## src/hdl/openadc_regs_pkg.sv

```systemverilog
`default_nettype none

// Register map and data types of the scope front end
package openadc_regs_pkg;

	// Data widths
	localparam int BYTE_W  = 8;
	localparam int WORD_W  = 32;
	localparam int ADDR_W  = 6;
	localparam int PHASE_W = 9;

	typedef logic [BYTE_W-1:0]  byte_t;
	typedef logic [WORD_W-1:0]  word_t;
	typedef logic [ADDR_W-1:0]  reg_addr_t;
	typedef logic [PHASE_W-1:0] phase_t;

	// Register addresses, multi-byte groups hold the LSB at the lowest address
	localparam reg_addr_t GAIN_ADDR     = 6'd0;
	localparam reg_addr_t SETTINGS_ADDR = 6'd1;
	localparam reg_addr_t STATUS_ADDR   = 6'd2;
	localparam reg_addr_t ADCDATA_ADDR  = 6'd3;
	localparam reg_addr_t ECHO_ADDR     = 6'd4;
	localparam reg_addr_t EXTFREQ_ADDR  = 6'd5;  // Up to 8
	localparam reg_addr_t PHASE_LO_ADDR = 6'd9;
	localparam reg_addr_t PHASE_HI_ADDR = 6'd10;
	localparam reg_addr_t SAMPLES_ADDR  = 6'd16; // Up to 19
	localparam reg_addr_t OFFSET_ADDR   = 6'd26; // Up to 29

	// Settings register bits
	localparam int SET_RESET     = 0;
	localparam int SET_HILOW     = 1;
	localparam int SET_TRIG_MODE = 2;
	localparam int SET_ARM       = 3;
	localparam int SET_WAIT      = 5;
	localparam int SET_CLK_SRC   = 6;

	// Phase MSB register bits
	localparam int PH_MSB  = 0;
	localparam int PH_LOAD = 1; // On write
	localparam int PH_DONE = 1; // On read

	// Controls for the trigger unit
	typedef struct packed {
		logic  arm;
		logic  mode;
		logic  wait_en; // Wait for trigger to go inactive before arming
		word_t offset;
	} trig_ctrl_t;

endpackage

`default_nettype wire
```

## src/hdl/host_link_pkg.sv

```systemverilog
`default_nettype none

// Byte protocol of the host FIFO link
package host_link_pkg;

	// Command byte fields
	localparam int CMD_VALID_BIT = 7;
	localparam int CMD_WRITE_BIT = 6;

	// Leads every ADC data stream
	localparam openadc_regs_pkg::byte_t SYNC_BYTE = 8'hAC;

	typedef enum logic [2:0] {
		IDLE,
		CMD,
		WR_WAIT,
		WR_DATA,
		RD_LOOKUP,
		RD_REPLY,
		STREAM_SEND,
		STREAM_FETCH
	} seq_state_t;

	typedef struct packed {
		logic                    rxf;   // Byte waiting from host
		logic                    txe;   // Host can take a byte
		openadc_regs_pkg::byte_t din;
	} host_in_t;

	typedef struct packed {
		logic                    rd;
		logic                    wr;
		openadc_regs_pkg::byte_t dout;
		logic                    isout; // Bus direction for half duplex parts
	} host_out_t;

	// Register access from the sequencer
	typedef struct packed {
		logic                        wr_en;
		logic                        rd_en;
		openadc_regs_pkg::reg_addr_t addr;
		openadc_regs_pkg::byte_t     wdata;
	} reg_req_t;

	typedef struct packed {
		logic                    hit;   // Address is mapped
		openadc_regs_pkg::byte_t rdata;
	} reg_resp_t;

endpackage

`default_nettype wire

```

## src/hdl/host_cmd_seq.sv

```systemverilog
`timescale 1ns/1ps
`default_nettype none

module host_cmd_seq (
	input  logic                     ftdi_clk,
	input  logic                     reset,
	input  host_link_pkg::host_in_t  host_i,
	output host_link_pkg::host_out_t host_o,
	input  logic                     fifo_empty_i,
	input  openadc_regs_pkg::byte_t  fifo_data_i,
	output logic                     fifo_rd_en_o,
	output host_link_pkg::reg_req_t  req_o,
	input  host_link_pkg::reg_resp_t resp_i
);

	host_link_pkg::seq_state_t   state;
	openadc_regs_pkg::reg_addr_t addr_q;
	openadc_regs_pkg::byte_t     dout_q;
	logic                        rd_q;
	logic                        isout_q;
	logic                        is_adc;
	logic                        sending;

	// ADC data never reaches the register file
	assign is_adc = (addr_q == openadc_regs_pkg::ADCDATA_ADDR);

	assign sending = (state == host_link_pkg::RD_REPLY) ||
		(state == host_link_pkg::STREAM_SEND);

	// Host link side
	assign host_o.rd    = rd_q;
	assign host_o.wr    = sending && host_i.txe; // Only while host has room
	assign host_o.dout  = dout_q;
	assign host_o.isout = isout_q;

	// FIFO head is still valid during the fetch cycle
	assign fifo_rd_en_o = (state == host_link_pkg::STREAM_FETCH);

	// Register file side
	assign req_o.wr_en = (state == host_link_pkg::WR_DATA) && !is_adc;
	assign req_o.rd_en = (state == host_link_pkg::RD_LOOKUP) && !is_adc;
	assign req_o.addr  = addr_q;
	assign req_o.wdata = host_i.din;

	always_ff @(posedge ftdi_clk or posedge reset) begin
		if (reset) begin
			state   <= host_link_pkg::IDLE;
			rd_q    <= 1'b0;
			isout_q <= 1'b0;
		end else begin
			case (state)
				host_link_pkg::IDLE: begin
					if (rd_q) begin
						rd_q  <= 1'b0;
						state <= host_link_pkg::CMD;
					end else if (host_i.rxf) begin
						rd_q    <= 1'b1;
						isout_q <= 1'b0; // New command byte on its way
					end
				end

				host_link_pkg::CMD: begin
					if (!host_i.din[host_link_pkg::CMD_VALID_BIT]) begin
						isout_q <= 1'b0;
						state   <= host_link_pkg::IDLE; // Not a command, dropped
					end else if (host_i.din[host_link_pkg::CMD_WRITE_BIT]) begin
						isout_q <= 1'b0;
						state   <= host_link_pkg::WR_WAIT;
					end else begin
						isout_q <= 1'b1;
						state   <= host_link_pkg::RD_LOOKUP;
					end
				end

				// Fetch the data byte of a write
				host_link_pkg::WR_WAIT: begin
					if (rd_q) begin
						rd_q  <= 1'b0;
						state <= host_link_pkg::WR_DATA;
					end else if (host_i.rxf) begin
						rd_q <= 1'b1;
					end
				end

				host_link_pkg::WR_DATA: begin
					state <= host_link_pkg::IDLE;
				end

				host_link_pkg::RD_LOOKUP: begin
					if (is_adc)
						state <= host_link_pkg::STREAM_SEND;
					else if (resp_i.hit)
						state <= host_link_pkg::RD_REPLY;
					else
						state <= host_link_pkg::IDLE; // Unmapped, no reply
				end

				host_link_pkg::RD_REPLY: begin
					if (host_i.txe)
						state <= host_link_pkg::IDLE;
				end

				host_link_pkg::STREAM_SEND: begin
					if (host_i.txe) begin
						if (fifo_empty_i)
							state <= host_link_pkg::IDLE; // Stream done
						else
							state <= host_link_pkg::STREAM_FETCH;
					end
				end

				host_link_pkg::STREAM_FETCH: begin
					state <= host_link_pkg::STREAM_SEND;
				end

				default: begin
					state <= host_link_pkg::IDLE;
				end
			endcase
		end
	end

	// Address and outgoing byte
	always_ff @(posedge ftdi_clk) begin
		if (state == host_link_pkg::CMD)
			addr_q <= host_i.din[openadc_regs_pkg::ADDR_W-1:0];

		if (state == host_link_pkg::RD_LOOKUP)
			dout_q <= is_adc ? host_link_pkg::SYNC_BYTE : resp_i.rdata;
		else if (state == host_link_pkg::STREAM_FETCH)
			dout_q <= fifo_data_i;
	end

	// Half duplex link, one direction per cycle
	a_rd_wr_excl: assert property (@(posedge ftdi_clk) disable iff (reset)
		!(host_o.rd && host_o.wr));

	// Never pop an empty sample FIFO
	a_fifo_pop: assert property (@(posedge ftdi_clk) disable iff (reset)
		fifo_rd_en_o |-> !fifo_empty_i);

	a_wr_room: assert property (@(posedge ftdi_clk) disable iff (reset)
		host_o.wr |-> host_i.txe);

endmodule

`default_nettype wire

```

## config.mk

```make
export PLATFORM = sky130hd
export DESIGN_NAME = host_cmd_seq
export DESIGN_NICKNAME = d
export VERILOG_FILES = /design/src/hdl/openadc_regs_pkg.sv /design/src/hdl/host_link_pkg.sv /design/src/hdl/host_cmd_seq.sv
export SDC_FILE = /design/constraint.sdc
export NUM_CORES = 1
export LEC_CHECK = 0
export BUFFER_PORTS_ARGS = -buffer_cell sky130_fd_sc_hd__buf_2
export CORE_UTILIZATION = 32
export CTS_CLUSTER_SIZE = 10
export DETAILED_ROUTE_END_ITERATION = 8
export HOLD_SLACK_MARGIN = 0.15
export SYNTH_ARGS = -nofsm -noshare
export SYNTH_HDL_FRONTEND = slang
export SYNTH_SLANG_ARGS = --single-unit
export TNS_END_PERCENT = 10
```

## constraint.sdc

```tcl
create_clock -name ftdi_clk -period 2.05 [get_ports ftdi_clk]
set_clock_uncertainty 0.15 [all_clocks]
set_input_delay 0.615 -clock ftdi_clk [delete_from_list [all_inputs] [get_ports ftdi_clk]]
set_output_delay 0.615 -clock ftdi_clk [all_outputs]
set_load 0.01 [all_outputs]
```

* After elaboration in Yosys (flattened, before gate mapping) *
Cells that the tools add are included.

operators by class
  equality and inequality tests = 14
  mux-type cells = 20
  reductions and logical operators = 11

operators by type and width
  cell                                            number
  2-to-1 mux 3 bit                                9
  2-to-1 mux 8 bit                                3
  case mux 3 bit (8 select lines)                 1
  == test 3 bit (second input constant)           4
  inequality test 2 bit (second input constant)   6
  == test 3 x 2 -> 1 bit (second input constant)  2
  == test 6 x 2 -> 1 bit (second input constant)  1
  2-to-1 mux 1 bit                                6
  AND reduction 4 bit                             1
  nonzero test 2 bit                              2
  == test 3 x 1 -> 1 bit (second input constant)  1
  logical AND 1 bit                               3
  logical NOT 3 bit                               1
  AND reduction 3 bit                             1
  case mux 1 bit (2 select lines)                 1
  OR reduction 2 bit                              1
  logical NOT 1 bit                               1
  logical OR 1 bit                                1

word-level totals
  register bits after elaboration = 19
  bits of input ports = 30
  output and inout port bits = 28
  word-level logic and storage cells = 50

* Longest topological paths before layout *
  word-level depth = 3
  mapped depth = 6
  gate-level depth less buffers = 4

* Least setup slack after synthesis *
No wires, ideal clock.

  path kind = flip-flop to output port
  from = reg addr_q[3]
  to = out req_o[15] (netlist name)
  data arrival time = 1.118 ns
  data required time = 1.285 ns
  slack = 0.167 ns
  stages on the path, launching flop included = 5
  buffers on the path = 1
  cells stage by stage = edfxtp_1 nor4_2 and3_1 buf_2 nor3b_1

RTL lines
  item                    line                 text
  from (decl)             host_cmd_seq.sv:17   openadc_regs_pkg::reg_addr_t addr_q;
  from (signal assigned)  host_cmd_seq.sv:126  addr_q <= host_i.din[openadc_regs_pkg::ADDR_W-1:0];
  to (decl)               host_cmd_seq.sv:12   output host_link_pkg::reg_req_t req_o,

==> impl_metrics.toml <==
[placement]
placed_cell_area_sq_um = 1320
io_buffers = 57
place_hpwl_microns = 1890
place_congestion = 0.856
dp.cells = 196

[floorplanning]
num_rows = 20
initial_core_util_pct = 34.0
ios = 58
die_y_microns = 59.2
die_w_microns = 59.2
core-area_sq_um = 3080
die-area_sq_um = 3500

[sta]
finalCriticalPeriod_ns = 2.25
fin_setup_tns_ns = -0.382
holdWs_ns = 0.352
relSlewSlack_pct = 78.6
worst_pin_slew_ns = 0.322
drv_slew = 0
fmax_mhz = 445
setup_ws_ns = -0.198
finalSetupViolCount = 2
rsz0062_at_grt = "true"
finalCritPeriodShare_pct = 110
hold_viol = 0

[cells_and_area]
post_layout_nonfiller_instances = 201
postLayoutCellArea_sq_um = 1370
diodes = 0
nNetsFinal = 188
area_growth_pct = 31.1
drive_gt1_share_pct = 46.5

[synthesis]
synth_top_family_by_area = "simple AND/OR/NAND/NOR gates"
muxShareOfSynthArea_pct = 0
synth-seq-cells = 19
yosys.area_share.simple_pct = 20.9
synthAdderAreaFrac_pct = 0
synth_top_cell_by_area = "edfxtp_1"
synth-warning-count = 0
synthesis.nets = 135
mappedNetlistArea_sq_um = 1050
seq_area_frac_synth_pct = 52.2
syn_inst = 105
synth_top_area_share_pct = 40.2
synth.avg_cell_area_sq_um = 9.96
synth_cell_types = 32
synthTopCellsByArea = "edfxtp_1, dfrtp_1, buf_4, nand2_1, nor2_1"
synth_compound_area_share_pct = 14.1
synth_xor_area_share_pct = 0.837

[clock_network]
htreeDepth = 1
cts_setup_buffers = 0
clockBufferDepth = 2
cts_tree = "built"
cts-root-buf = "clkbuf_4"
clk_latency_ns = 0.29
cts_buffers = 3
cts.sinks = 19
path_clk_slew_ns = 0.11

[worst_setup_path]
rrSetupSlack_ns = 0.45
cp-start-kind = "flop"
critPathCaptureType = "primary output"
cp_max_fo = 4
worstPathRequired_ns = 1.28
cp.arrival_ns = 1.48
critPathKind = "reg -> out"

[power_and_ir_drop]
p_leak_uw = 0.000659
power.density_nw_per_um2 = 1090
vdd_drop_max_v = 0.000467
power_uw = 1490

[detailed_routing]
drt_iter0_markers = 21
totalWireLength_microns = 2370
drc_errors = 0
postRouteAntennaNets = 0
vias_per_cell = 4.59
vias = 922
wl_per_cell_microns = 11.8
first_pass_iters = 4

[global_route]
grt_pass1_wl_microns = 3680
grt_pass1_vias = 855
grt_max_degree = 20
antenna_found_initial = 0
grt_remaining_overflow = 0
track_usage_pct = 14.2

[worst_hold_path]
worst_hold_path_type = "in -> reg"

[outcome]
failed_checks = "setup timing"
status = "complete, but fails checks"

[run]
max_cap_violations = 0
## worst max-delay path, stage by stage (launching register included)
cell and delay (ns):
edfxtp_1 0.44, nor4_4 0.32, and3_4 0.25, nor3b_1 0.05
buf_2 0.13
## Yosys cell counts, drive strengths merged
cell type  number
and3            2
o22a            2
o31ai           1
dfrtp           5
nand2b          1
o32ai           1
nor4            1
nor3            1
nor2           10
a211oi          1
a211o           1
nand3b          2
and2b           1
edfxtp         14
xnor2           1
a21oi           2
o211ai          1
buf            16
a21o            1
o22ai           1
o21ai          10
a21boi          1
nand3           4
inv             3
nor3b           3
nand2          18
o2bb2ai         1
## sequential cells by signal, indices dropped and copies added (netlist names)
name	count
state	3
rd_q	1
isout_q	1
addr_q	6
dout_q	8
## worst paths after layout
| kind | start | cells after the start | end |
|---|---|---|---|
| max | addr_q[3]$_DFFE_PP_ | 4 | req_o[15] |
| min in group asynchronous | reset | 3 | rd_q$_DFFE_PP0P_ |
| max in group asynchronous | reset | 3 | state[1]$_DFFE_PP0P_ |
| min | host_i[1] | 1 | addr_q[1]$_DFFE_PP_ |
| max reg2reg | addr_q[3]$_DFFE_PP_ | 4 | state[1]$_DFFE_PP0P_ |
| min reg2reg | isout_q$_DFFE_PP0P_ | 2 | isout_q$_DFFE_PP0P_ |
## through the flow
stage | utilization, % | setup WS (ns)
final | 44.6 | -0.198
after global routing | 44.6 | -0.282
after CTS | 44.2 | -0.235
after detailed placement | 42.8 | 0.0792
after global placement | 42.8 | 0.111
after floorplan | - | 0.167
## cell usage in the layout, fill, tap and decap left out, types with 2 or more instances in the layout
cell type / synthesis / final
a21oi_1: 2 / 2
buf_2: 4 / 57
buf_4: 11 / 6
clkbuf_4: 0 / 3
dfrtp_1: 5 / 5
edfxtp_1: 14 / 14
inv_1: 3 / 3
nand2_1: 18 / 18
nand3_1: 4 / 4
nand3b_1: 2 / 2
nor2_1: 9 / 8
nor2_2: 1 / 2
nor3b_2: 2 / 2
o21ai_0: 6 / 6
o21ai_1: 4 / 4
o22a_1: 2 / 2
## layer usage
layer	routed length, microns	vias up	GRT usage (%)
met1	1040	425	17.5
li1	-	466	-
met5	0	-	0
met2	1210	31	24.8
met3	126	0	2.62
met4	0	0	5.10
## power breakdown
group          switching (uW)  internal, uW
clock network             118          72.6
registers                85.3           557
logic                     369           293
## cells by family (layout without fill, tap and decap cells)
logic type / count (synthesis) / count (layout)
XOR/XNOR: 1 / 1
AO/OA/AOI/OAI: 23 / 23
buffers and inverters: 19 / 71
AND/OR/NAND/NOR: 43 / 43
flip-flops: 19 / 19
## cell type report
type | count | area, sq um
inverter | 3 | 11.3
timing repair buffer | 64 | 340
clock inverter | 1 | 5.00
sequential | 19 | 546
clock buffer | 3 | 22.5
fill | 318 | 1710
tap | 44 | 55.1
multi-input combinational | 67 | 392
## timing repair
action / in CTS / in global routing
hold endpoints to repair: 5 / 0
setup endpoints to repair: 2 / 3
gates resized for setup: 1 / 2
hold buffers: 1 / 0
No activity file was read; power rests on OpenSTA's default activity.
